**src/detPkg.sv**
```systemverilog
// shared sizes, status codes and state encodings for the determinant coprocessor
package detPkg;

    localparam int MAX_DIM    = 4;
    localparam int RAM_DEPTH  = MAX_DIM * MAX_DIM;
    localparam int RAM_ADDR_W = 4;
    localparam int DIM_W      = 3;
    localparam int WORD_W     = 32;
    localparam int ADDR_W     = 24;

    // returned instead of a determinant when a zero pivot shows up
    localparam logic [WORD_W-1:0] SINGULAR_MARK = 32'h8000_0000;

    // answers to a start pulse
    typedef enum logic [31:0] {
        stReady    = 32'd0,
        stLoading  = 32'd1,
        stCalc     = 32'd2,
        stWaitRead = 32'd3,
        stAccepted = 32'd99
    } statusT;

    typedef enum logic [1:0] {
        phIdle,
        phLoad,
        phCalc,
        phWaitRead
    } phaseT;

    typedef enum logic [2:0] {
        esIdle,
        esPivot,  // pivot address on the RAM
        esCheck,  // pivot data back
        esFetch,  // three operand reads
        esWait    // divider busy
    } engStateT;

endpackage
```
**src/matrixRam.sv**
```systemverilog
// matrix storage, 16 words, registered read; written by the loader and the engine
`timescale 1ns/1ps

module matrixRam (
    input  logic                            clk,
    input  logic                            loadWrEn,
    input  logic [detPkg::RAM_ADDR_W-1:0]   loadWrAddr,
    input  logic [detPkg::WORD_W-1:0]       loadWrData,
    input  logic                            calcWrEn,
    input  logic [detPkg::RAM_ADDR_W-1:0]   calcWrAddr,
    input  logic [detPkg::WORD_W-1:0]       calcWrData,
    input  logic [detPkg::RAM_ADDR_W-1:0]   rdAddr,
    output logic [detPkg::WORD_W-1:0]       rdData
);

    logic [detPkg::WORD_W-1:0] mem [detPkg::RAM_DEPTH];

    always_ff @(posedge clk) begin
        if (loadWrEn) mem[loadWrAddr] <= loadWrData;  // loader wins
        else if (calcWrEn) mem[calcWrAddr] <= calcWrData;
        rdData <= mem[rdAddr];
    end

endmodule

```
**config.mk**
```make
export PLATFORM = sky130hd
export DESIGN_NAME = matrixRam
export DESIGN_NICKNAME = d
export VERILOG_FILES = /design/src/detPkg.sv /design/src/matrixRam.sv
export SDC_FILE = /design/constraint.sdc
export NUM_CORES = 1
export LEC_CHECK = 0
export ABC_CLOCK_PERIOD_IN_PS = 3900
export BUFFER_PORTS_ARGS = -buffer_cell sky130_fd_sc_hd__buf_2
export CORE_AREA = 2 2 205 207
export CTS_BUF_LIST = sky130_fd_sc_hd__clkbuf_8 sky130_fd_sc_hd__clkbuf_16
export DETAILED_ROUTE_END_ITERATION = 6
export DIE_AREA = 0 0 207 209
export GPL_TIMING_DRIVEN = 0
export PLACE_DENSITY_LB_ADDON = 0.1
export SYNTH_ARGS = -nofsm -noshare
export SYNTH_HDL_FRONTEND = slang
export SYNTH_SLANG_ARGS = --single-unit
export TNS_END_PERCENT = 1
```
**constraint.sdc**
```tcl
create_clock -name clk -period 3.9 [get_ports clk]
set_input_delay 0.78 -clock clk [delete_from_list [all_inputs] [get_ports clk]]
set_output_delay 0.78 -clock clk [all_outputs]
set_load 0.05 [all_outputs]
```
==> flow_summary.json <==
{
  "drive_gt1_share_pct": 36.1,
  "slew_headroom_pct": 27.5,
  "synthToLayoutAreaGrowth_pct": 17.4,
  "die_area_sq_um": 43300,
  "routabilityCongestion": 0.682,
  "synth_top_cell_area_share_pct": 75.7,
  "critPathKind": "input pin to flip-flop",
  "synth_cells": 890,
  "drc": 0,
  "worstHoldPathCells": 3,
  "highest_layer": "met4",
  "drt_iter0_drc": 704,
  "cap_viol_max_count": 0,
  "grt_pass1_wl_um": 66600,
  "crit_path_start_kind": "input pin",
  "drt.antenna.violating_nets": 0,
  "synth.area.top_cells": "edfxtp_1 76%, mux4_2 14%, dfxtp_1 3.2%",
  "antenna_cells": 0,
  "tightest_slew_ns": 1.08,
  "status": "complete, no violations",
  "cts_tree": "yes",
  "peakVddDrop_v": 0.000372,
  "syn_area_sq_um": 20300,
  "ff2ff_path_depth": 3,
  "path_clk_slew_ns": 0.06,
  "final_util_pct": 57.8,
  "yosys-top-cells-count": "512 x edfxtp_1, 128 x mux4_2, 64 x a22oi_1",
  "routed_wl_um": 45000,
  "fillCellCount": 3049,
  "nets": 1152,
  "max_freq_mhz": 356,
  "cts.sinks": 544,
  "skew_ns": 0.0214,
  "portBuffers": 108,
  "ioPinCount": 111,
  "required_ns": 4.20,
  "cts_buffer_depth": 3,
  "start_util_pct": 49.2,
  "synthMostInstantiatedCell": "edfxtp_1",
  "wl_met2_um": 22800,
  "rsz0062_at_grt": "no",
  "powerDensity_nw_per_um2": 530,
  "hpwl_um": 27300,
  "critPathArrivalTime_ns": 3.10,
  "final.min_clock_period_ns": 2.81,
  "rows": 75,
  "die_h_um": 209,
  "ys_types": 21,
  "ys.flop_type": "edfxtp_1",
  "hold_buffers": 0,
  "cts_root_buf": "clkbuf_16",
  "post_cts_buffers": 0,
  "ys_warn_count": 0,
  "setup_violations": 0,
  "regToRegStartpoint": "mem[2][19]",
  "vias": 9678,
  "r2r_slack_ns": 2.55,
  "power_w": 0.0126,
  "period_share_pct": 72.0,
  "wl_met1_um": 19200,
  "yosysSeqAreaShare_pct": 78.8,
  "hold_violations": 0,
  "syn_avg_cell_area_sq_um": 22.8,
  "cp-end-kind": "flip-flop",
  "wl_per_cell_um": 27.2,
  "hold_class": "flip-flop to flip-flop",
  "numCtsBuffers": 53,
  "dr.pass1.iters": 5,
  "grt_pass1_vias": 10100,
  "coreArea_sq_um": 41300,
  "die_w_um": 207,
  "synth.net_count": 969,
  "post_cts_resized": 0,
  "wl_met3_um": 2190,
  "grt_use_total_pct": 21.3,
  "leakagePower_nw": 7.84,
  "antenna_found_initial": 0,
  "synth_edf_count": 512,
  "slew_violations": 0,
  "synthArstFlopShare_pct": 0,
  "grt.overflow.total": 0,
  "yosysTopAreaCell": "edfxtp_1",
  "grt_max_degree": 23,
  "clk_latency_ns": 0.59,
  "drt-vias-per-instance": 5.84,
  "htreeDepth": 2,
  "ys_seq_elements": 544,
  "r2r_end": "rdData[19]",
  "crit_path_max_fanout": 13,
  "min_to": "rdData[27]",
  "hp-start": "mem[14][27]"
}
registers in the layout, indices dropped and copies added, names as in the netlist:
signal and cells:
mem 512, rdData 32
metrics by stage:
stage          hold slack [ns]  std cells  cell area [sq um]  setup TNS [ns]  setup slack, ns
6_report                 0.662       1657              23900               0             1.09
5_1_grt                  0.688       1657              23900               0             1.04
4_1_cts                  0.667       1657              23900               0             1.07
3_5_place_dp             0.659       1557              22100               0            0.441
3_3_place_gp             0.652       1537              21500         -787.07            -1.73
2_1_floorplan            0.635        890              20300               0            0.725
cells in the final DEF, fill, tap and decap left out, types with 11 or more instances in the layout:
cell	n
edfxtp_1	512
clkbuf_1	19
nor2_4	16
clkinv_2	14
dfxtp_1	32
inv_1	14
mux4_2	128
mux2_2	32
buf_16	11
a22oi_1	64
nand2_1	34
clkbuf_16	55
buf_2	118
worst max-delay path: stages:
cell and delay [ns]:
buf_2 0.14, nand2b_1 0.07, clkbuf_1 0.57, a31oi_1 0.52, nor2_4 0.59, buf_16 0.24, buf_16 0.17
cell type report:
cell class	instances	area, sq um	share of cell area, %
Buffer	48	226	0.950
Multi-Input combinational cell	295	4180	17.5
Timing Repair Buffer	128	1020	4.29
Clock inverter	39	256	1.08
Sequential cell	544	16000	67.1
Inverter	3	11.3	0.0472
Clock buffer	61	1460	6.12
Tap cell	539	674	2.83
kinds of logic after synthesis:
| family | after synthesis | share of synthesized area (%) |
|---|---|---|
| multiplexers | 160 | 16.0 |
| buffers and inverters | 51 | 1.17 |
| AO/OA/AOI/OAI | 72 | 2.62 |
| flip-flops | 544 | 78.8 |
| AND/OR/NAND/NOR | 63 | 1.42 |
where the power goes:
part	switching, W	internal [W]
sequential	0.0000473	0.00666
combinational	0.000603	0.000329
clock	0.00214	0.00286
routing by layer:
| layer | up-vias | GRT usage (%) |
|---|---|---|
| met5 | - | 0 |
| met4 | 0 | 5.99 |
| met3 | 52 | 3.58 |
| met2 | 254 | 35.7 |
| met1 | 5216 | 29.1 |
| li1 | 4156 | - |
how the worst max path moves through the flow:
stage             start          end  slack (ns)  cells past startpoint
4_1_cts        calcWrEn  mem[11][27]        1.07                      7
6_report       calcWrEn  mem[11][19]        1.09                      7
5_1_grt        calcWrEn   mem[7][31]        1.04                      6
2_1_floorplan  loadWrEn   mem[12][0]        0.73                      4
3_5_place_dp   calcWrEn  mem[11][16]        0.44                      7
3_3_place_gp   loadWrEn  mem[11][16]       -1.73                      5
(Power assumes the default switching activity.)
