`config.mk`:
```
export PLATFORM = sky130hd
export DESIGN_NAME = exactDivider
export DESIGN_NICKNAME = d
export VERILOG_FILES = /design/src/detPkg.sv /design/src/exactDivider.sv
export SDC_FILE = /design/constraint.sdc
export NUM_CORES = 1
export LEC_CHECK = 0
export ABC_AREA = 0
export BUFFER_PORTS_ARGS = -buffer_cell sky130_fd_sc_hd__buf_2
export CAP_MARGIN = 20
export CORE_ASPECT_RATIO = 0.6
export CORE_UTILIZATION = 30
export CTS_CLUSTER_DIAMETER = 80
export DETAILED_ROUTE_END_ITERATION = 12
export GPL_TIMING_DRIVEN = 0
export SLEW_MARGIN = 40
export SYNTH_ARGS = -nofsm -noshare
export SYNTH_HDL_FRONTEND = slang
export SYNTH_SLANG_ARGS = --single-unit
```
`constraint.sdc`:
```
create_clock -name clk -period 4.6 [get_ports clk]
set_clock_uncertainty 0.2 [all_clocks]
set_input_delay 0.46 -clock clk [delete_from_list [all_inputs] [get_ports clk]]
set_output_delay 0.46 -clock clk [all_outputs]
set_load 0.01 [all_outputs]
```
`src/detPkg.sv`:
```
// shared sizes, status codes and state encodings for the determinant coprocessor
package detPkg;

    localparam int MAX_DIM    = 4;
    localparam int RAM_DEPTH  = MAX_DIM * MAX_DIM;
    localparam int RAM_ADDR_W = 4;
    localparam int DIM_W      = 3;
    localparam int WORD_W     = 32;
    localparam int ADDR_W     = 24;

    // returned instead of a determinant when a zero pivot shows up
    localparam logic [WORD_W-1:0] SINGULAR_MARK = 32'h8000_0000;

    // answers to a start pulse
    typedef enum logic [31:0] {
        stReady    = 32'd0,
        stLoading  = 32'd1,
        stCalc     = 32'd2,
        stWaitRead = 32'd3,
        stAccepted = 32'd99
    } statusT;

    typedef enum logic [1:0] {
        phIdle,
        phLoad,
        phCalc,
        phWaitRead
    } phaseT;

    typedef enum logic [2:0] {
        esIdle,
        esPivot,  // pivot address on the RAM
        esCheck,  // pivot data back
        esFetch,  // three operand reads
        esWait    // divider busy
    } engStateT;

endpackage
```
`src/exactDivider.sv`:
```
// sequential signed divider, 64-bit by 32-bit, restoring; quotient 65 cycles after divStart
`timescale 1ns/1ps

module exactDivider (
    input  logic                            clk,
    input  logic                            rst,
    input  logic                            divStart,
    input  logic [2*detPkg::WORD_W-1:0]     divNum,
    input  logic [detPkg::WORD_W-1:0]       divDen,
    output logic                            divDone,
    output logic [detPkg::WORD_W-1:0]       divQuot
);

    logic [2*detPkg::WORD_W-1:0] quo, nextQuo;  // shifts in quotient bits
    logic [detPkg::WORD_W-1:0] rem, nextRem;  // stays below the divisor
    logic [detPkg::WORD_W:0] remShift;
    logic [detPkg::WORD_W+1:0] trial;
    logic [detPkg::WORD_W-1:0] den;
    logic negQ;
    logic busy;
    logic [6:0] count;

    always_comb begin
        remShift = {rem, quo[2*detPkg::WORD_W-1]};
        trial    = {1'b0, remShift} - {2'b00, den};
        if (trial[detPkg::WORD_W+1]) begin
            nextRem = remShift[detPkg::WORD_W-1:0];  // restore on borrow
            nextQuo = {quo[2*detPkg::WORD_W-2:0], 1'b0};
        end else begin
            nextRem = trial[detPkg::WORD_W-1:0];
            nextQuo = {quo[2*detPkg::WORD_W-2:0], 1'b1};
        end
    end

    always_ff @(posedge clk) begin
        if (rst) begin
            busy    <= 1'b0;
            divDone <= 1'b0;
            count   <= '0;
        end else begin
            divDone <= 1'b0;
            if (divStart) begin
                busy  <= 1'b1;
                count <= 7'd64;
            end else if (busy) begin
                count <= count - 1;
                if (count == 7'd1) begin
                    busy    <= 1'b0;
                    divDone <= 1'b1;
                end
            end
        end
    end

    always_ff @(posedge clk) begin
        if (divStart) begin
            quo  <= divNum[2*detPkg::WORD_W-1] ? -divNum : divNum;
            den  <= divDen[detPkg::WORD_W-1] ? -divDen : divDen;
            rem  <= '0;
            negQ <= divNum[2*detPkg::WORD_W-1] ^ divDen[detPkg::WORD_W-1];
        end else if (busy) begin
            quo <= nextQuo;
            rem <= nextRem;
            // low word holds the whole quotient as the division is exact
            if (count == 7'd1) begin
                divQuot <= negQ ? -nextQuo[detPkg::WORD_W-1:0] : nextQuo[detPkg::WORD_W-1:0];
            end
        end
    end

endmodule

```
==> results.ini <==
[pwr]
vdd_ir_drop_max_uv = 217
report.power.total_mw = 4.44
power.density_nw_per_um2 = 347
p_leak_nw = 4.74

[finish]
fin_util = 0.363
area_delta_synth_final_pct = 18.2
drive_gt1_frac = 0.150
multi_input_area_um2 = 5760
register_area_um2 = 4690
fillers = 3566
nNetsFinal = 1458

[timing]
layout_min_cycle_time_ps = 4370
maxSlewViolCount = 0
setup_viol = 0
worstMarginPinSlew_ps = 871
slew_headroom = 0.414
hold_viol = 0
fin_crit_sh = 0.950
finalWorstSetupSlack_ps = 232
rsz0062_at_grt = false
fmax_ghz = 0.229

[routing]
via_count = 9539
drtAntennaViolNets = 0
wirelength_mm = 32.2
drt_iter0_markers = 1015
wl_per_cell_um = 17.9
vias_per_cell = 5.29
firstDrtPassIters = 9
drc_errors = 12

[min_path]
holdPathStages = 2
hold_path_class = input port to flop

[grt]
grt_max_degree = 42
grt_pass1_wl_mm = 49.8
antenna_found_initial = 5
grt_overflow = 0
grt_pass1_vias = 8755
grt_use_total = 0.176

[floorplan]
die_h_um = 149
ios = 132
core_region_area_um2 = 35200
die_area_um2 = 36800
die_w_um = 247
rows = 53
start_util = 0.307

[synthesis]
syn_area_per_cell_um2 = 9.23
netlist_area_um2 = 10800
syn_nets = 1309
synth-main-ff-cell = edfxtp_1
ys_types = 61
ys_ff_latch = 170
async_reset_ff_frac = 0
yosysWarnings = 0
synth-seq-area-share = 0.434
netlist_instances = 1172
synthTopCellsByArea = edfxtp_1 36%, dfxtp_1 7.6%, xor2_1 6.6%, xnor2_1 5.7%, a21oi_1 4.9%
yosysTopAreaCellShare = 0.358
synth_largest_area_cell = edfxtp_1
synth_edf_count = 129

[critical_path]
crit_type = flop to flop
endpoint_kind = flop
cp.arrival_ps = 4360
crit_fanout = 6
critPathRequiredTime_ps = 4590
start_kind = flop
ff2ff_path_depth = 16

[flow_run]
drv_cap = 0

[cts]
clk_latency_ps = 450
cts.clk_slew.worst_paths_ps = 80
hold_buffers = 0
cts.sinks = 170
cts_buffers = 17
cts_tree = built
clockBufferDepth = 2
root_buffer = clkbuf_16
h-tree-depth = 4

[placed_design]
gp_congestion = 0.917
place_ws_ps = -805
dp_hpwl_mm = 24.7
io_buffers = 130

[status]
violations = design-rule violations
status = finished, violations left

[cells in the final DEF, fill, tap and decap left out, types with 18 or more instances in the layout]
master / n
o31ai_1: 35
inv_1: 53
or3_1: 21
nand2_1: 112
o21ai_0: 61
xor2_1: 82
buf_2: 131
nor2_1: 127
nor3_1: 18
clkbuf_1: 48
o41ai_1: 18
a311oi_1: 25
dfxtp_1: 41
xnor2_1: 70
a21oi_1: 104
ha_1: 37
edfxtp_1: 129
[through the flow]
| stage | std cells | instance area [µm²] | TNS (ps) | hold WS (ps) |
|---|---|---|---|---|
| CTS | 1802 | 12700 | 0 | 15.4 |
| global placement | 1769 | 12000 | -26620 | 286 |
| global route | 1802 | 12800 | 0 | 18.8 |
| finish | 1804 | 12800 | 0 | 29.5 |
| floorplan | 1172 | 10800 | 0 | 268 |
| detailed placement | 1771 | 12100 | -7720 | 288 |
[Yosys cell counts (3+ instances only)]
cell,number
a211o_1,3
a211oi_1,8
a21o_1,14
a21oi_1,105
a311oi_1,25
a31oi_1,12
and2_1,3
and3_1,3
buf_1,3
clkbuf_1,53
dfxtp_1,41
edfxtp_1,129
ha_1,37
inv_1,55
nand2_1,112
nand2b_1,13
nand3_1,16
nand4_1,9
nand4b_1,7
nor2_1,128
nor2b_1,7
nor3_1,19
nor4_1,11
o2111ai_1,3
o211ai_1,4
o21ai_0,61
o221ai_1,4
o22ai_1,4
o31ai_1,37
o41ai_1,18
or2_2,6
or3_1,21
or3_4,4
or4_1,15
xnor2_1,70
xor2_1,82
[cell families (layout without fill, tap and decap cells)]
family          after synthesis  in the layout  synth area share
buf+inv                     113            275            0.0395
xor+xnor                    152            152             0.123
mux                           2              2           0.00197
compound gates              313            313             0.186
flops                       170            170             0.434
simple gates                384            384             0.171
fa+ha+maj                    38             38            0.0447
other cells                   0              3                 0
[power by group]
| group | leakage [nW] | internal (mW) | switching (mW) |
|---|---|---|---|
| sequential | 1.58 | 1.82 | 0.0987 |
| combinational | 2.87 | 0.382 | 0.624 |
| clock | 0.291 | 0.822 | 0.689 |
| total | 4.74 | 3.02 | 1.41 |
[critical path, stage by stage (launching register included)]
cell        delay (ps)
edfxtp_1           440
inv_1               80
ha_1               360
a21o_1             230
a31oi_2            260
a211oi_4           140
o31ai_4            310
a311o_1            290
nand2_1            120
clkinvlp_4         150
ha_1               210
nand3_1            120
or2_2              330
clkbuf_1           180
nand2b_1           260
o31ai_1            320
xnor2_1            130
[sequential cells by signal, indices dropped and copies added, names as in the netlist]
name     count
divQuot     32
busy         1
rem         32
divDone      1
quo         64
negQ         1
den         32
count        7
[final timing paths]
kind | slack [ps] | from | endpoint
setup reg to reg | 230 | den[4]$_DFFE_PP_ | divQuot[28]$_DFFE_PP_
setup / recovery | 230 | den[4]$_DFFE_PP_ | divQuot[28]$_DFFE_PP_
hold reg to reg | 300 | count[1]$_SDFFE_PP0P_ | count[1]$_SDFFE_PP0P_
hold / removal | 30 | rst | count[6]$_SDFFE_PP0P_
[metal layers]
| layer | up-vias | track usage | share of wire |
|---|---|---|---|
| met1 | 4588 | 0.265 | 0.50 |
| li1 | 4586 | - | - |
| met3 | 24 | 0.0489 | 0.086 |
| met2 | 337 | 0.244 | 0.41 |
| met4 | 4 | 0.0404 | 0.0084 |
| met5 | - | 0 | 0.00068 |
[final cells by class]
cell class                 count  share of cell area
timing repair buffer         135              0.0556
sequential                   170               0.367
multi-input combinational    889               0.451
buffer                        53              0.0159
antenna                        3            0.000588
clock inverter                15              0.0137
clock buffer                  17              0.0333
inverter                      55              0.0166
tap                          467              0.0457
[what timing repair did]
action                                  4_1_cts  5_1_grt
pin swaps                                     0        1
gates resized for setup                       4        6
endpoints found under the setup margin       39       15
endpoints found under the hold margin         0        0
setup buffers                                 1        2
Power figures use the tool's default switching activity.
