## config.mk

```make
export PLATFORM = sky130hd
export DESIGN_NAME = detCommand
export DESIGN_NICKNAME = d
export VERILOG_FILES = /design/src/detPkg.sv /design/src/detCommand.sv
export SDC_FILE = /design/constraint.sdc
export NUM_CORES = 1
export LEC_CHECK = 0
export ABC_AREA = 1
export BUFFER_PORTS_ARGS = -buffer_cell sky130_fd_sc_hd__buf_2
export CAP_MARGIN = 25
export CORE_MARGIN = 2
export CORE_UTILIZATION = 51
export CTS_BUF_LIST = sky130_fd_sc_hd__clkbuf_2 sky130_fd_sc_hd__clkbuf_4 sky130_fd_sc_hd__clkbuf_8
export DETAILED_ROUTE_END_ITERATION = 8
export HOLD_SLACK_MARGIN = 0.12
export PLACE_DENSITY = 0.95
export SYNTH_ARGS = -nofsm -noshare
export SYNTH_HDL_FRONTEND = slang
export SYNTH_SLANG_ARGS = --single-unit
```

## constraint.sdc

```tcl
create_clock -name clk -period 5.28 [get_ports clk]
set_clock_uncertainty 0.1 [all_clocks]
set_input_delay 0.792 -clock clk [delete_from_list [all_inputs] [get_ports clk]]
set_output_delay 0.792 -clock clk [all_outputs]
set_load 0.1 [all_outputs]
```

## src/detPkg.sv

```systemverilog
// shared sizes, status codes and state encodings for the determinant coprocessor
package detPkg;

    localparam int MAX_DIM    = 4;
    localparam int RAM_DEPTH  = MAX_DIM * MAX_DIM;
    localparam int RAM_ADDR_W = 4;
    localparam int DIM_W      = 3;
    localparam int WORD_W     = 32;
    localparam int ADDR_W     = 24;

    // returned instead of a determinant when a zero pivot shows up
    localparam logic [WORD_W-1:0] SINGULAR_MARK = 32'h8000_0000;

    // answers to a start pulse
    typedef enum logic [31:0] {
        stReady    = 32'd0,
        stLoading  = 32'd1,
        stCalc     = 32'd2,
        stWaitRead = 32'd3,
        stAccepted = 32'd99
    } statusT;

    typedef enum logic [1:0] {
        phIdle,
        phLoad,
        phCalc,
        phWaitRead
    } phaseT;

    typedef enum logic [2:0] {
        esIdle,
        esPivot,  // pivot address on the RAM
        esCheck,  // pivot data back
        esFetch,  // three operand reads
        esWait    // divider busy
    } engStateT;

endpackage
```

## src/detCommand.sv

```systemverilog
// command decoder and phase sequencer; answers start pulses and holds the result behind irq
`timescale 1ns/1ps

module detCommand (
    input  logic                        clk,
    input  logic                        rst,
    input  logic                        start,
    input  logic [detPkg::WORD_W-1:0]   dataA,
    input  logic [detPkg::WORD_W-1:0]   dataB,
    input  logic                        loaded,
    input  logic                        finished,
    input  logic [detPkg::WORD_W-1:0]   detIn,
    input  logic                        singular,
    input  logic                        resultRead,
    output logic                        done,
    output logic [detPkg::WORD_W-1:0]   result,
    output logic                        load,
    output logic [detPkg::ADDR_W-1:0]   baseAddr,
    output logic [detPkg::DIM_W-1:0]    dim,
    output logic                        go,
    output logic                        irq,
    output logic [detPkg::WORD_W-1:0]   resultReadData
);

    detPkg::phaseT phase;
    logic [detPkg::WORD_W-1:0] detHold;
    logic dimOk;

    assign dimOk = (dataB >= 2) && (dataB <= detPkg::MAX_DIM);

    always_ff @(posedge clk) begin
        if (rst) begin
            phase          <= detPkg::phIdle;
            done           <= 1'b0;
            result         <= '0;
            load           <= 1'b0;
            go             <= 1'b0;
            irq            <= 1'b0;
            resultReadData <= '0;
        end else begin
            done   <= start;  // every start is answered next cycle
            result <= '0;
            load   <= 1'b0;
            go     <= 1'b0;
            case (phase)
                detPkg::phIdle: begin
                    if (start && dimOk) begin
                        result <= detPkg::stAccepted;
                        load   <= 1'b1;
                        phase  <= detPkg::phLoad;
                    end else if (start) begin
                        result <= detPkg::stReady;  // bad dimension doubles as status poll
                    end
                end
                detPkg::phLoad: begin
                    if (start) result <= detPkg::stLoading;
                    if (loaded) begin
                        go    <= 1'b1;
                        phase <= detPkg::phCalc;
                    end
                end
                detPkg::phCalc: begin
                    if (start) result <= detPkg::stCalc;
                    if (finished) begin
                        irq   <= 1'b1;
                        phase <= detPkg::phWaitRead;
                    end
                end
                default: begin
                    if (start) result <= detPkg::stWaitRead;
                    if (resultRead) begin
                        resultReadData <= detHold;
                        irq            <= 1'b0;
                        phase          <= detPkg::phIdle;
                    end
                end
            endcase
        end
    end

    // run parameters and result hold
    always_ff @(posedge clk) begin
        if (phase == detPkg::phIdle && start && dimOk) begin
            baseAddr <= dataA[detPkg::ADDR_W-1:0];
            dim      <= dataB[detPkg::DIM_W-1:0];
        end
        if (phase == detPkg::phCalc && finished) begin
            detHold <= singular ? detPkg::SINGULAR_MARK : detIn;
        end
    end

endmodule

```

==> run_results.csv <==
group,metric,value,unit
floorplanning,die_x,91.5,um
synth,syn_avg_cell_area,10.2,um2
drt,drcViolationCount,0,
cts,htreeDepth,3,
cts,cts.sinks,100,
worst_setup_path,reg2reg_to,"result[0]",
synth,yosysTopAreaCellShare,0.454,
run,drv_cap,0,
cts,numCtsBuffers,9,
synth,synth_top_area_cell,"edfxtp_1",
worst_setup_path,critPathArrivalTime,2.35,ns
worst_hold_path,hold_path_class,"reg2reg",
floorplanning,ioPinCount,198,
sta,rsz0062_at_grt,"false",
worst_setup_path,end_kind,"flop",
cts,clock_latency,0.35,ns
floorplanning,placementRows,31,
drt,initialDrtViolationCount,58,
worst_setup_path,crit_required,5.48,ns
layout,nNetsFinal,651,
worst_setup_path,reg2reg_from,"phase[1]",
placement,gp_congestion,0.762,
grt,grt_use_total,0.190,
worst_hold_path,min_to,"irq",
grt,gr-total-overflow,0,
synth,yosysSeqAreaShare,0.664,
grt,grt_pass1_wl,12.6,mm
worst_setup_path,cp_slowest_cell,"nor2_4",
synth,yosys_warnings,0,
power_and_ir_drop,ir_drop,0.163,mV
grt,antenna_found_initial,0,
placement,hpwl,6.01,mm
drt,firstDrtPassIters,4,
synth,ys_ff_latch,100,
synth,syn_inst,383,
sta,setup_tns,0,ns
drt,wire_per_inst,12.2,um
cts,cts_tree,"built",
cts,cts_buffer_depth,2,
placement,numPortBuffers,161,
sta,hold_violations,0,
sta,clock.fmax,0.465,GHz
synth,ys_types,22,
worst_setup_path,start_kind,"flop",
synth,synthTopCellsByArea,"edfxtp_1 45%, dfxtp_1 21%, nor2_1 12%",
power_and_ir_drop,leakagePower,2.30,nW
sta,period_share,0.408,
worst_hold_path,whs_path_depth,2,
floorplanning,start_util,0.532,
drt,totalWireLength,7.88,mm
cts,postCtsSetupBuffers,0,
sta,report.final.slew_viol_count,0,
grt,grt_pass1_vias,2835,
cts,root_buffer,"clkbuf_8",
layout,antenna_cells,0,
layout,drive_gt1_frac,0.350,
sta,period_minus_slack,2.15,ns
worst_setup_path,cp_top_family,"simple AND/OR/NAND/NOR gates",
worst_setup_path,r2r_slack,3.13,ns
worst_hold_path,hp-start,"irq",
drt,vias,2961,
worst_setup_path,worstPathCellList,"inv_1 -> ha_1 -> inv_2 -> nor2_2 -> nand2_1 -> nor2_2 -> nand2_2 -> nor2_4 -> nand2_2 -> nor2_4 -> inv_2 -> nand2_1",
sta,setup_viol,0,
placement,placed_cell_area,0.00468,mm2
status,status,"finished clean",
cts,post_cts_resized,0,
floorplanning,die-area,0.00837,mm2
cts,hold_buffers,0,
synth,syn_area,0.00390,mm2
drt,viasPerCell,4.58,
sta,tightestPinTransition,0.721,ns
cts,clk_pin_slew,0.10,ns
worst_setup_path,critPathMaxStageDelay,0.59,ns
drt,antenna_left,0,
worst_setup_path,critPathBufInv,3,
worst_setup_path,worst-setup-path-type,"reg2reg",
power_and_ir_drop,p_per_area,331,mW/mm2
layout,final_area,0.00487,mm2
grt,grt_max_degree,36,
floorplanning,coreArea,0.00733,mm2
worst_setup_path,reg2regPathDepth,12,
floorplanning,die_h,91.5,um
sta,relSlewSlack,0.518,
layout,syn_to_final_growth,24.9,%
worst_setup_path,critPathMaxFanout,28,
cells in the mapped netlist:
cell / n
conb_1: 1
nand2_1: 16
nor2_2: 2
inv_1: 41
nor3_1: 1
buf_2: 3
o22ai_1: 1
nor2_1: 122
o21bai_2: 1
o21ai_0: 22
inv_2: 5
nand2_2: 2
ha_1: 5
nor2_4: 2
buf_4: 29
clkbuf_1: 9
o21ai_1: 12
edfxtp_1: 59
or2_2: 1
a21oi_1: 3
dfxtp_1: 41
nand3_1: 5
cell families (layout without fill, tap and decap cells):
kind of cell,after synthesis,in the layout,synth area share
and+or+nand+nor,151,151,0.154
adders and majority gates,5,5,0.0160
AOI/OAI and AO/OA,39,39,0.0519
DFF,100,100,0.664
other,1,28,0.000961
buffers and inverters,87,225,0.113
state kept, by name (all words and copies together) (netlist names):
name            flops
detHold            32
done                1
dim                 3
result              3
go                  1
irq                 1
phase               2
baseAddr           24
resultReadData     32
load                1
placed cells by master (no fill, tap or decap), types with 2 or more instances in the layout:
cell type | synthesis | layout
buf_2 | 3 | 161
nor2_1 | 122 | 122
edfxtp_1 | 59 | 59
inv_1 | 41 | 41
dfxtp_1 | 41 | 41
conb_1 | 1 | 28
o21ai_0 | 22 | 22
nand2_1 | 16 | 16
o21ai_1 | 12 | 12
clkbuf_8 | 0 | 9
inv_2 | 5 | 5
nand3_1 | 5 | 5
ha_1 | 5 | 5
a21oi_1 | 3 | 3
inv_6 | 0 | 3
nor2_2 | 2 | 2
nand2_2 | 2 | 2
nor2_4 | 2 | 2
buf_4 | 29 | 2
per-stage QoR:
step                setup WS, ns  total power [mW]  hold WS [ns]  utilization  std cells
detailed placement          2.79              1.17         0.359        0.639        631
finish                      3.13              1.61         0.371        0.665        647
floorplan                   3.03              1.12         0.358            -        410
global placement            2.85              1.16         0.347        0.639        631
global route                2.89              1.68         0.406        0.665        647
CTS                         3.09              1.62         0.374        0.665        647
layer usage:
metal  vias to the layer above  track usage  share of wire
met2                       142        0.354           0.52
li1                       1474            -              -
met1                      1333        0.202           0.38
met5                         -            0              0
met3                        12       0.0498          0.083
met4                         0       0.0795          0.014
tightest hold or removal path: stages, from the launching register on:
cell and delay [ns]:
dfxtp_1 0.32, nand2_1 0.06, a21oi_1 0.05
worst max path at each step:
stage | to | depth (start not counted) | start
4_1_cts | result[0] | 12 | phase[1]
3_3_place_gp | result[1] | 10 | dataB[10]
3_5_place_dp | result[0] | 10 | dataB[13]
2_1_floorplan | result[6] | 1 | result[5]
6_report | result[0] | 12 | phase[1]
5_1_grt | result[1] | 12 | phase[0]
where the power goes:
group	switching, mW	internal (mW)	total (mW)
clock network	0.275	0.184	0.459
logic	0.209	0.0654	0.274
registers	0.0144	0.865	0.879
total	0.498	1.11	1.61
final cells by class:
type | count | area (um2)
repair buffers | 163 | 821
well taps | 99 | 124
flip-flops and latches | 100 | 2590
clock buffers | 9 | 124
multi-input cells | 223 | 972
clock inverters | 7 | 67.6
fillers | 581 | 2460
inverters | 46 | 173
No activity file was read; power rests on OpenSTA's default activity.
