==> src/detPkg.sv <==
// shared sizes, status codes and state encodings for the determinant coprocessor
package detPkg;

    localparam int MAX_DIM    = 4;
    localparam int RAM_DEPTH  = MAX_DIM * MAX_DIM;
    localparam int RAM_ADDR_W = 4;
    localparam int DIM_W      = 3;
    localparam int WORD_W     = 32;
    localparam int ADDR_W     = 24;

    // returned instead of a determinant when a zero pivot shows up
    localparam logic [WORD_W-1:0] SINGULAR_MARK = 32'h8000_0000;

    // answers to a start pulse
    typedef enum logic [31:0] {
        stReady    = 32'd0,
        stLoading  = 32'd1,
        stCalc     = 32'd2,
        stWaitRead = 32'd3,
        stAccepted = 32'd99
    } statusT;

    typedef enum logic [1:0] {
        phIdle,
        phLoad,
        phCalc,
        phWaitRead
    } phaseT;

    typedef enum logic [2:0] {
        esIdle,
        esPivot,  // pivot address on the RAM
        esCheck,  // pivot data back
        esFetch,  // three operand reads
        esWait    // divider busy
    } engStateT;

endpackage
==> src/matrixLoader.sv <==
// Avalon read master; fetches n*n words from base address into the matrix RAM
`timescale 1ns/1ps

module matrixLoader (
    input  logic                            clk,
    input  logic                            rst,
    input  logic                            load,
    input  logic [detPkg::ADDR_W-1:0]       baseAddr,
    input  logic [detPkg::DIM_W-1:0]        dim,
    input  logic [detPkg::WORD_W-1:0]       readData,
    input  logic                            readDataValid,
    input  logic                            waitRequest,
    output logic [detPkg::ADDR_W-1:0]       address,
    output logic                            read,
    output logic                            ramWrEn,
    output logic [detPkg::RAM_ADDR_W-1:0]   ramWrAddr,
    output logic [detPkg::WORD_W-1:0]       ramWrData,
    output logic                            loaded
);

    logic [detPkg::RAM_ADDR_W:0] wordCount;  // up to 16 words
    logic [detPkg::RAM_ADDR_W:0] reqCnt;
    logic [detPkg::RAM_ADDR_W:0] rcvCnt;
    logic rcvActive;
    logic lastWord;

    always_ff @(posedge clk) begin
        if (rst) begin
            address   <= '0;
            read      <= 1'b0;
            ramWrEn   <= 1'b0;
            loaded    <= 1'b0;
            rcvActive <= 1'b0;
            lastWord  <= 1'b0;
            reqCnt    <= '0;
            rcvCnt    <= '0;
            wordCount <= '0;
        end else begin
            ramWrEn  <= 1'b0;
            loaded   <= lastWord;  // one cycle after the last RAM write
            lastWord <= 1'b0;

            // request side
            if (load) begin
                address   <= baseAddr;
                read      <= 1'b1;
                reqCnt    <= '0;
                wordCount <= {2'b00, dim} * {2'b00, dim};
            end else if (read && !waitRequest) begin
                address <= address + 4;  // beat accepted
                reqCnt  <= reqCnt + 1;
                if (reqCnt == wordCount - 1) read <= 1'b0;
            end

            // receive side, responses come back in order
            if (load) begin
                rcvCnt    <= '0;
                rcvActive <= 1'b1;
            end else if (rcvActive && readDataValid) begin
                ramWrEn   <= 1'b1;
                ramWrAddr <= rcvCnt[detPkg::RAM_ADDR_W-1:0];
                ramWrData <= readData;
                rcvCnt    <= rcvCnt + 1;
                if (rcvCnt == wordCount - 1) begin
                    rcvActive <= 1'b0;
                    lastWord  <= 1'b1;
                end
            end
        end
    end

endmodule

==> config.mk <==
export PLATFORM = sky130hd
export DESIGN_NAME = matrixLoader
export DESIGN_NICKNAME = d
export VERILOG_FILES = /design/src/detPkg.sv /design/src/matrixLoader.sv
export SDC_FILE = /design/constraint.sdc
export NUM_CORES = 1
export LEC_CHECK = 0
export BUFFER_PORTS_ARGS = -buffer_cell sky130_fd_sc_hd__buf_2
export CORE_AREA = 8 8 86 107
export CTS_BUF_LIST = sky130_fd_sc_hd__clkbuf_4 sky130_fd_sc_hd__clkbuf_8
export CTS_CLUSTER_DIAMETER = 120
export DETAILED_ROUTE_END_ITERATION = 12
export DIE_AREA = 0 0 94 115
export GPL_TIMING_DRIVEN = 0
export MAX_ROUTING_LAYER = met4
export PLACE_DENSITY = 0.77
export SLEW_MARGIN = 0
export SYNTH_ARGS = -nofsm -noshare
export SYNTH_HDL_FRONTEND = slang
export SYNTH_SLANG_ARGS = --single-unit
==> constraint.sdc <==
create_clock -name clk -period 3.5 [get_ports clk]
set_clock_uncertainty 0.15 [all_clocks]
set_input_delay 0.875 -clock clk [delete_from_list [all_inputs] [get_ports clk]]
set_output_delay 0.875 -clock clk [all_outputs]
set_load 0.01 [all_outputs]
==> results of run 1 <==
[cells in the mapped netlist (4+ instances only)]
| cell | number | area [um^2] |
|---|---|---|
| a211oi_1 | 11 | 82.6 |
| a21oi_1 | 7 | 35.0 |
| a311oi_1 | 5 | 43.8 |
| clkbuf_1 | 12 | 45.0 |
| dfxtp_1 | 43 | 861 |
| edfxtp_1 | 36 | 1080 |
| ha_1 | 5 | 62.6 |
| inv_1 | 6 | 22.5 |
| mux2i_1 | 9 | 90.1 |
| nand2_1 | 24 | 90.1 |
| nand3_1 | 6 | 30.0 |
| nand3b_1 | 5 | 37.5 |
| nand4_1 | 9 | 56.3 |
| nor2_1 | 37 | 139 |
| nor2b_1 | 5 | 31.3 |
| nor3_1 | 8 | 40.0 |
| nor4_1 | 6 | 37.5 |
| o21ai_0 | 5 | 25.0 |
| or3_1 | 4 | 25.0 |
| xnor2_1 | 17 | 149 |
| xor2_1 | 10 | 87.6 |
[worst paths after layout]
path | endpoint | slack, ps | startpoint
max | lastWord$_SDFF_PP0_ | 1020 | load
max reg2reg | address[18]$_SDFFE_PP0P_ | 1050 | address[2]$_SDFFE_PP0P_
min | loaded$_SDFF_PP0_ | 320 | lastWord$_SDFF_PP0_
min reg2reg | loaded$_SDFF_PP0_ | 320 | lastWord$_SDFF_PP0_
[power by group through the flow]
stage	combinational, mW	sequential [mW]	clock [mW]
5_1_grt	0.208	1.03	0.791
2_1_floorplan	0.0907	1.06	0
6_report	0.188	1.03	0.740
4_1_cts	0.189	1.03	0.754
3_3_place_gp	0.182	1.05	0
3_5_place_dp	0.188	1.05	0
[worst max-delay path, cell delays in order]
cell      delay, ps
clkbuf_1        180
or2_2           410
nor2_4          740
nand2b_1        110
nor4_1          250
[kinds of logic after synthesis]
family / Yosys count
AOI/OAI and AO/OA: 40
xor gates and xnor gates: 27
adders and majority gates: 5
buffers and inverters: 20
DFF: 79
muxes: 10
and+or+nand+nor: 123
[metal layers]
layer,track usage,vias to the layer above
met5,-,-
met2,0.264,139
met4,0.0838,0
met1,0.195,1325
met3,0.0418,12
li1,-,1377
[flip-flops by register name, indices dropped and copies added, names as in the netlist]
signal,count
address,24
read,1
lastWord,1
reqCnt,5
loaded,1
ramWrAddr,4
rcvCnt,5
rcvActive,1
ramWrData,32
ramWrEn,1
wordCount,4
[layout by cell type, fill, tap and decap left out, types with 7 or more instances in the layout]
cell type / synthesis / final
nand2_1: 24 / 24
clkbuf_1: 12 / 12
xor2_1: 10 / 10
a21oi_1: 7 / 7
clkbuf_8: 0 / 9
xnor2_1: 17 / 17
nor2_1: 37 / 36
nand4_1: 9 / 9
a211oi_1: 11 / 11
buf_2: 0 / 124
dfxtp_1: 43 / 43
edfxtp_1: 36 / 36
nor3_1: 8 / 8
mux2i_1: 9 / 9
[area by class of cell]
class                           instances  area, um^2
Buffer                                 13        48.8
Fill cell                             669        3240
Sequential cell                        79        1940
Tap cell                               95         119
Clock buffer                            9         124
Multi-Input combinational cell        205        1350
Timing Repair Buffer                  124         621
Inverter                                7        26.3
Clock inverter                          7        97.6
[through the flow]
stage                     utilization  instances  area, um^2  hold slack (ps)
final                           0.572        539        4330              316
after global routing            0.572        539        4330              329
after CTS                       0.572        539        4330              326
after detailed placement        0.543        523        4110              315
after global placement          0.542        523        4100              311
after floorplan                     -        304        3360              264
==> results.sh, run 1 <==
export IMPL_status="complete, no violations"
export IMPL_synth_edf_count=36
export IMPL_p_clk_frac=0.378
export IMPL_seq_power_share=0.526
export IMPL_drt_iter0_markers=84
export IMPL_slew_headroom=0.370
export IMPL_cp_end_kind="register"
export IMPL_synth_flop_cell="dfxtp_1"
export IMPL_syn_to_final_growth_pct=28.8
export IMPL_irDropWorstVdd_v=0.000270
export IMPL_start_util=0.444
export IMPL_place_congestion=0.846
export IMPL_cts_resized=0
export IMPL_wl_met3_um=744
export IMPL_crit_fanout=37
export IMPL_cts_tree="done"
export IMPL_synth_nets=373
export IMPL_route_met2_wl_um=3920
export IMPL_min_path_cells=1
export IMPL_fin_crit_ps=2480
export IMPL_num_rows=36
export IMPL_grt_overflow_total=0
export IMPL_grt_pass1_wl_um=13800
export IMPL_syn_cell_area_mm2=0.00336
export IMPL_drt_wl_total_um=8830
export IMPL_coreArea_mm2=0.00757
export IMPL_slew_violations=0
export IMPL_ys_seq_elements=79
export IMPL_yosysUniqueCellTypes=46
export IMPL_drive_gt1_frac=0.331
export IMPL_critPathKind="in -> reg"
export IMPL_grt_usage=0.168
export IMPL_cap_violations=0
export IMPL_ys_seq_area_frac=0.578
export IMPL_fp_dieArea_mm2=0.0108
export IMPL_rsz0062_at_grt="no"
export IMPL_hpwlAfterDp_um=6850
export IMPL_start_kind="input port"
export IMPL_worstPathRequired_ps=3590
export IMPL_synth_xor_area_share=0.0704
export IMPL_yosys_mux_area_fraction=0.0302
export IMPL_finalSetupTns_ps=0
export IMPL_m1WireLength_um=4000
export IMPL_power_mw=1.96
export IMPL_sw_frac_of_total=0.241
export IMPL_drc_errors=0
export IMPL_avgSynthCellArea_um2=11.1
export IMPL_ctsRootBufferMaster="clkbuf_8"
export IMPL_htree_levels=3
export IMPL_dr_max_layer_used="met4"
export IMPL_cts_setup_buffers=0
export IMPL_clock_path_buffers=2
export IMPL_dr_pass1_iters=4
export IMPL_path_clk_slew_ps=80
export IMPL_numPortBuffers=124
export IMPL_io_pins=127
export IMPL_reg2reg_depth=5
export IMPL_avgRoutedWirePerCell_um=16.4
export IMPL_async_flop_share=0
export IMPL_finalWorstSetupSlack_ps=1020
export IMPL_max_freq_ghz=0.403
export IMPL_grt_pass1_vias=2874
export IMPL_cts_buffers=9
export IMPL_grt_max_degree=38
export IMPL_dp_slack_ps=601
export IMPL_p_comb_frac=0.096
export IMPL_period_share=0.709
export IMPL_critPathArrivalTime_ps=2570
export IMPL_die_height_um=115
export IMPL_chipWidth_um=94
export IMPL_ys_warn_count=0
export IMPL_holdBufCountCts=0
export IMPL_tightest_slew_ps=943
export IMPL_vias=2853
export IMPL_internal_power_mw=1.48
export IMPL_antenna_found_initial=0
export IMPL_synth_simple_gate_area_frac=0.198
export IMPL_drt_vias_per_instance=5.29
export IMPL_numClockSinks=79
export IMPL_synth_top_family_by_area="simple AND/OR/NAND/NOR gates"
export IMPL_insertedDiodeCount=0
export IMPL_clock_latency_ps=350
export IMPL_syn_inst=304
export IMPL_hold_path_class="reg -> reg"
export IMPL_final_nets=508
export IMPL_hold_viol=0
export IMPL_leakage_nw=1.72
export IMPL_setup_viol=0
export IMPL_p_sw_uw=472
export IMPL_synth_adder_area_share=0.0186
export IMPL_drtAntennaViolNets=0
export IMPL_synth_compound_area_frac=0.0827
export IMPL_power_density_mw_per_mm2=452
(Power assumes the default switching activity.)
==> run 2, diff against run 1 <==
--- a/config.mk
+++ b/config.mk
@@ -5,12 +5,13 @@
 export SDC_FILE = /design/constraint.sdc
 export NUM_CORES = 1
 export LEC_CHECK = 0
+export ABC_AREA = 1
 export BUFFER_PORTS_ARGS = -buffer_cell sky130_fd_sc_hd__buf_2
-export CORE_AREA = 8 8 86 107
+export CORE_AREA = 8 8 89 110
 export CTS_BUF_LIST = sky130_fd_sc_hd__clkbuf_4 sky130_fd_sc_hd__clkbuf_8
 export CTS_CLUSTER_DIAMETER = 120
 export DETAILED_ROUTE_END_ITERATION = 12
-export DIE_AREA = 0 0 94 115
+export DIE_AREA = 0 0 97 118
 export GPL_TIMING_DRIVEN = 0
 export MAX_ROUTING_LAYER = met4
 export PLACE_DENSITY = 0.77
==> constraint.sdc (replaced) <==
create_clock -name clk -period 2.2 [get_ports clk]
set_clock_uncertainty 0.15 [all_clocks]
set_input_delay 0.55 -clock clk [delete_from_list [all_inputs] [get_ports clk]]
set_output_delay 0.55 -clock clk [all_outputs]
set_load 0.01 [all_outputs]
==> run 2 against run 1 <==
Compared with the run above: sequential share of layout area fell by 3.2 points; highest routed layer unchanged; sequential cell count did not move; register-to-register slack got worse by 580 ps; clock power rose by 64%; routed wire length rose by 12%; critical path depth did not move; non-clock buffer count fell by 1; synthesized cell count rose by 42%.
==> results.sh, run 2 <==
export IMPL_status="complete, no violations"
export IMPL_num_rows=37
export IMPL_grt_overflow_total=0
export IMPL_biggestRegsByFlops="ramWrData (32), address (24)"
export IMPL_finalSetupTns_ps=0
export IMPL_clock_latency_ps=350
export IMPL_yosysUniqueCellTypes=36
export IMPL_drive_gt1_frac=0.322
export IMPL_synth_flop_cell="dfxtp_1"
export IMPL_avgSynthCellArea_um2=8.51
export IMPL_numPortBuffers=126
export IMPL_fin_crit_ps=1900
export IMPL_die_height_um=118
export IMPL_power_density_mw_per_mm2=682
export IMPL_power_mw=3.18
export IMPL_ctsRootBufferMaster="clkbuf_8"
export IMPL_place_congestion=0.905
export IMPL_antenna_found_initial=0
export IMPL_io_pins=127
export IMPL_cts_setup_buffers=0
export IMPL_max_freq_ghz=0.527
export IMPL_final_nets=638
export IMPL_syn_to_final_growth_pct=27.1
export IMPL_drt_wl_total_um=9850
export IMPL_cts_buffers=9
export IMPL_syn_inst=431
export IMPL_final_cell_mix="buf_2, nand2_1, inv_1"
export IMPL_drtAntennaViolNets=0
export IMPL_rsz0062_at_grt="no"
export IMPL_ys_seq_elements=79
export IMPL_grt_pass1_wl_um=16100
export IMPL_clock_path_buffers=2
export IMPL_vias=3422
export IMPL_hold_viol=0
export IMPL_slew_violations=0
export IMPL_start_util=0.453
export IMPL_dr_pass1_iters=4
export IMPL_htree_levels=3
export IMPL_cts_tree="done"
export IMPL_tightest_slew_ps=529
export IMPL_leakage_nw=2.07
export IMPL_synth_top_area_frac=0.295
export IMPL_worstPathRequired_ps=2030
export IMPL_largest_reg_flops=32
export IMPL_async_flop_share=0
export IMPL_period_share=0.862
export IMPL_numClockSinks=79
export IMPL_drc_errors=0
export IMPL_hpwlAfterDp_um=7660
export IMPL_fp_dieArea_mm2=0.0114
export IMPL_holdBufCountCts=0
export IMPL_syn_cell_area_mm2=0.00367
export IMPL_top_register="ramWrData"
export IMPL_synth_commonest_cells="nand2_1, inv_1, dfxtp_1"
export IMPL_chipWidth_um=97
export IMPL_ys_warn_count=0
export IMPL_avgRoutedWirePerCell_um=14.7
export IMPL_r2r_start="wordCount[0]$_SDFFE_PP0P_"
export IMPL_cp_end_kind="register"
export IMPL_startpoint="load"
export IMPL_ys_seq_area_frac=0.530
export IMPL_grt_pass1_vias=3349
export IMPL_critPathArrivalTime_ps=1730
export IMPL_setup_viol=0
export IMPL_hold_path_class="in -> reg"
export IMPL_grt_usage=0.172
export IMPL_cts_resized=0
export IMPL_synth_top_area_cell="edfxtp_1"
export IMPL_drt_vias_per_instance=5.10
export IMPL_coreArea_mm2=0.00810
export IMPL_insertedDiodeCount=0
export IMPL_path_clk_slew_ps=80
export IMPL_critPathKind="in -> reg"
export IMPL_start_kind="input port"
export IMPL_grt_max_degree=38
export IMPL_synth_edf_count=36
export IMPL_yosys_top_cells_area="edfxtp_1, dfxtp_1, nand2_1"
export IMPL_synth_nets=500
export IMPL_crit_fanout=19
export IMPL_min_delay_start="readData[7]"
export IMPL_irDropWorstVdd_v=0.000494
export IMPL_layout_commonest_cell="buf_2"
export IMPL_drt_iter0_markers=176
export IMPL_slew_headroom=0.647
export IMPL_cap_violations=0
export IMPL_yosysMostFrequentCell="nand2_1"
[run 2: path summary, 6_finish.rpt]
kind | end | slack, ps | cells past startpoint
max | ramWrData[9]$_DFFE_PP_ | 300 | 5
min | ramWrData[7]$_DFFE_PP_ | 220 | 1
max reg2reg | rcvActive$_SDFFE_PP0P_ | 470 | 10
min reg2reg | loaded$_SDFF_PP0_ | 260 | 2
[run 2: kinds of logic (layout without fill, tap and decap cells)]
kind of cell               Yosys count  after routing  synth area share
DFF                                 79             79             0.530
buffers and inverters               71            213            0.0781
xor gates and xnor gates             6              6            0.0143
AOI/OAI and AO/OA                   61             61            0.0925
adders and majority gates            5              5            0.0171
and+or+nand+nor                    209            210             0.269
[run 2: report_power, final]
group | switching, mW | internal (mW)
sequential | 0.0480 | 1.58
clock | 0.547 | 0.660
combinational | 0.203 | 0.137
[run 2: critical path, cell delays in order]
cell and delay, ps:
buf_2 120, buf_4 180, nor2_4 250, inv_2 150
nor2_4 460
[run 2: cell type report]
type,count,area [um^2]
Timing Repair Buffer,126,631
Buffer,10,57.6
Clock inverter,6,92.6
Fill cell,730,3440
Clock buffer,10,131
Inverter,61,229
Tap cell,97,121
Sequential cell,79,1940
Multi-Input combinational cell,282,1460
[run 2: stage by stage]
| stage | utilization | worst slack [ps] | hold WS [ps] | area, um^2 | instances |
|---|---|---|---|---|---|
| finish | 0.575 | 304 | 225 | 4660 | 671 |
| global route | 0.575 | 207 | 204 | 4660 | 671 |
| CTS | 0.574 | 1.97 | 206 | 4650 | 670 |
| detailed placement | 0.546 | -366 | 246 | 4430 | 654 |
| global placement | 0.546 | -309 | 249 | 4430 | 654 |
| floorplan | - | 128 | 238 | 3670 | 431 |
[run 2: routing by layer]
| layer | GRT usage | wire length [um] | part of all wire | vias up |
|---|---|---|---|---|
| met5 | - | 0 | 0 | - |
| met4 | 0.0598 | 102 | 0.010 | 0 |
| met3 | 0.0452 | 746 | 0.076 | 10 |
| met2 | 0.286 | 4640 | 0.47 | 150 |
| met1 | 0.196 | 4360 | 0.44 | 1558 |
| li1 | - | - | - | 1704 |
==> run 3, diff against run 2 <==
--- a/config.mk
+++ b/config.mk
@@ -5,13 +5,12 @@
 export SDC_FILE = /design/constraint.sdc
 export NUM_CORES = 1
 export LEC_CHECK = 0
-export ABC_AREA = 1
 export BUFFER_PORTS_ARGS = -buffer_cell sky130_fd_sc_hd__buf_2
-export CORE_AREA = 8 8 89 110
+export CORE_AREA = 8 8 86 107
 export CTS_BUF_LIST = sky130_fd_sc_hd__clkbuf_4 sky130_fd_sc_hd__clkbuf_8
 export CTS_CLUSTER_DIAMETER = 120
 export DETAILED_ROUTE_END_ITERATION = 12
-export DIE_AREA = 0 0 97 118
+export DIE_AREA = 0 0 94 115
 export GPL_TIMING_DRIVEN = 0
 export MAX_ROUTING_LAYER = met4
 export PLACE_DENSITY = 0.77
==> run 3 against run 2 <==
Compared with the run above: critical path type is now reg -> reg; largest cell class unchanged; routed wire length is 12% lower; cell area is 6.3% lower; register-to-register slack worse by 390 ps.
==> results.sh, run 3 (synthesized netlist as in run 1, its figures left out) <==
export IMPL_status="complete, no violations"
export IMPL_drtAntennaViolNets=0
export IMPL_max_freq_ghz=0.472
export IMPL_p_sw_uw=713
export IMPL_coreArea_mm2=0.00757
export IMPL_num_rows=36
export IMPL_avgRoutedWirePerCell_um=15.9
export IMPL_slew_headroom=0.626
export IMPL_clock_path_buffers=2
export IMPL_p_clk_frac=0.347
export IMPL_sw_frac_of_total=0.240
export IMPL_leakage_nw=1.75
export IMPL_drc_errors=0
export IMPL_ctsRootBufferMaster="clkbuf_8"
export IMPL_irDropWorstVdd_v=0.000385
export IMPL_insertedDiodeCount=0
export IMPL_cts_buffers=9
export IMPL_numPortBuffers=124
export IMPL_fp_dieArea_mm2=0.0108
export IMPL_worstReg2RegEnd="address[16]$_SDFFE_PP0P_"
export IMPL_fin_crit_ps=2120
export IMPL_seq_power_share=0.552
export IMPL_die_height_um=115
export IMPL_biggestRegsByFlops="ramWrData (32), address (24)"
export IMPL_final_cell_mix="buf_2, dfxtp_1, nor2_1, edfxtp_1, nand2_1"
export IMPL_drive_gt1_frac=0.347
export IMPL_cap_violations=0
export IMPL_finalSetupTns_ps=0
export IMPL_start_kind="register"
export IMPL_whs_endpoint="ramWrData[21]$_DFFE_PP_"
export IMPL_start_util=0.444
export IMPL_drt_wl_total_um=8660
export IMPL_power_mw=2.97
export IMPL_p_comb_frac=0.101
export IMPL_crit_fanout=9
export IMPL_drt_vias_per_instance=5.19
export IMPL_top_register="ramWrData"
export IMPL_worstPathRequired_ps=2300
export IMPL_drt_iter0_markers=110
export IMPL_r2r_start="address[6]$_SDFFE_PP0P_"
export IMPL_fillCellCount=662
export IMPL_hold_viol=0
export IMPL_tightest_slew_ps=561
export IMPL_critPathArrivalTime_ps=2220
export IMPL_place_congestion=0.832
export IMPL_grt_pass1_vias=2803
export IMPL_grt_overflow_total=0
export IMPL_largest_reg_flops=32
export IMPL_final_area_mm2=0.00437
export IMPL_dr_pass1_iters=4
export IMPL_vias=2826
export IMPL_cts_tree="done"
export IMPL_internal_power_mw=2.26
export IMPL_clock_latency_ps=340
export IMPL_antenna_found_initial=0
export IMPL_period_share=0.962
export IMPL_grt_pass1_wl_um=13500
export IMPL_chipWidth_um=94
export IMPL_power_density_mw_per_mm2=680
export IMPL_grt_usage=0.163
export IMPL_grt_max_degree=38
export IMPL_htree_levels=3
export IMPL_min_path_cells=1
export IMPL_syn_to_final_growth_pct=30.0
export IMPL_hold_path_class="in -> reg"
export IMPL_critPathKind="reg -> reg"
export IMPL_slew_violations=0
export IMPL_io_pins=127
export IMPL_startpoint="address[6]$_SDFFE_PP0P_"
export IMPL_cp_end_kind="register"
export IMPL_min_delay_start="readData[21]"
export IMPL_dpl_cell_area_mm2=0.00411
export IMPL_layout_commonest_cell="buf_2"
export IMPL_r2r_setup_slack_ps=80
export IMPL_setup_viol=0
export IMPL_final_nets=513
export IMPL_reg2reg_depth=4
export IMPL_numClockSinks=79
export IMPL_hpwlAfterDp_um=6650
export IMPL_path_clk_slew_ps=80
## run 3: power by group through the flow
| stage | clock network, mW | logic [mW] | registers [mW] |
|---|---|---|---|
| 2_1_floorplan | 0 | 0.145 | 1.68 |
| 3_3_place_gp | 0 | 0.288 | 1.67 |
| 3_5_place_dp | 0 | 0.298 | 1.67 |
| 4_1_cts | 1.07 | 0.299 | 1.64 |
| 5_1_grt | 1.13 | 0.335 | 1.65 |
| 6_report | 1.03 | 0.301 | 1.64 |
## run 3: through the flow
step	util	hold slack (ps)	setup WS, ps	cells
after global routing	0.577	204	-2.97	544
after global placement	0.543	276	-235	523
after detailed placement	0.543	297	-291	523
after CTS	0.569	214	26.0	540
final	0.577	234	82.6	544
after floorplan	-	264	30.2	304
## run 3: routing by layer
| metal | part of all wire | global-route usage |
|---|---|---|
| met1 | 0.45 | 0.200 |
| met3 | 0.096 | 0.0542 |
| met5 | 0 | - |
| met4 | 0.0079 | 0.0488 |
| met2 | 0.45 | 0.248 |
## run 3: how the worst max path moves through the flow
stage	end	cells after the start	slack [ps]
6_report	address[16]$_SDFFE_PP0P_	4	80
5_1_grt	address[22]$_SDFFE_PP0P_	7	-3
4_1_cts	address[18]$_SDFFE_PP0P_	5	30
3_5_place_dp	lastWord$_SDFF_PP0_	5	-290
3_3_place_gp	ramWrData[12]$_DFFE_PP_	3	-240
2_1_floorplan	ramWrAddr[0]$_DFFE_PP_	3	30
## run 3: area by class of cell
type                            count  area (um^2)  share of cell area
Sequential cell                    79         1950               0.447
Multi-Input combinational cell    206         1380               0.316
Timing Repair Buffer              128          651               0.149
Clock buffer                       10          131              0.0301
Tap cell                           95          119              0.0272
Clock inverter                      6         61.3              0.0140
Buffer                             13         48.8              0.0112
Inverter                            7         26.3             0.00602
## run 3: repair_timing
action                     CTS  global route
resized for setup            2             7
hold buffers                 0             0
cloned                       0             1
pin swaps                    0             4
setup endpoints to repair    2            43
buffers inserted             1             3
## run 3: critical path, stage by stage (launching register included)
cell and delay, ps:
dfxtp_1 470, nand4_4 240, or4_4 550, or3_1 350, a311oi_1 260
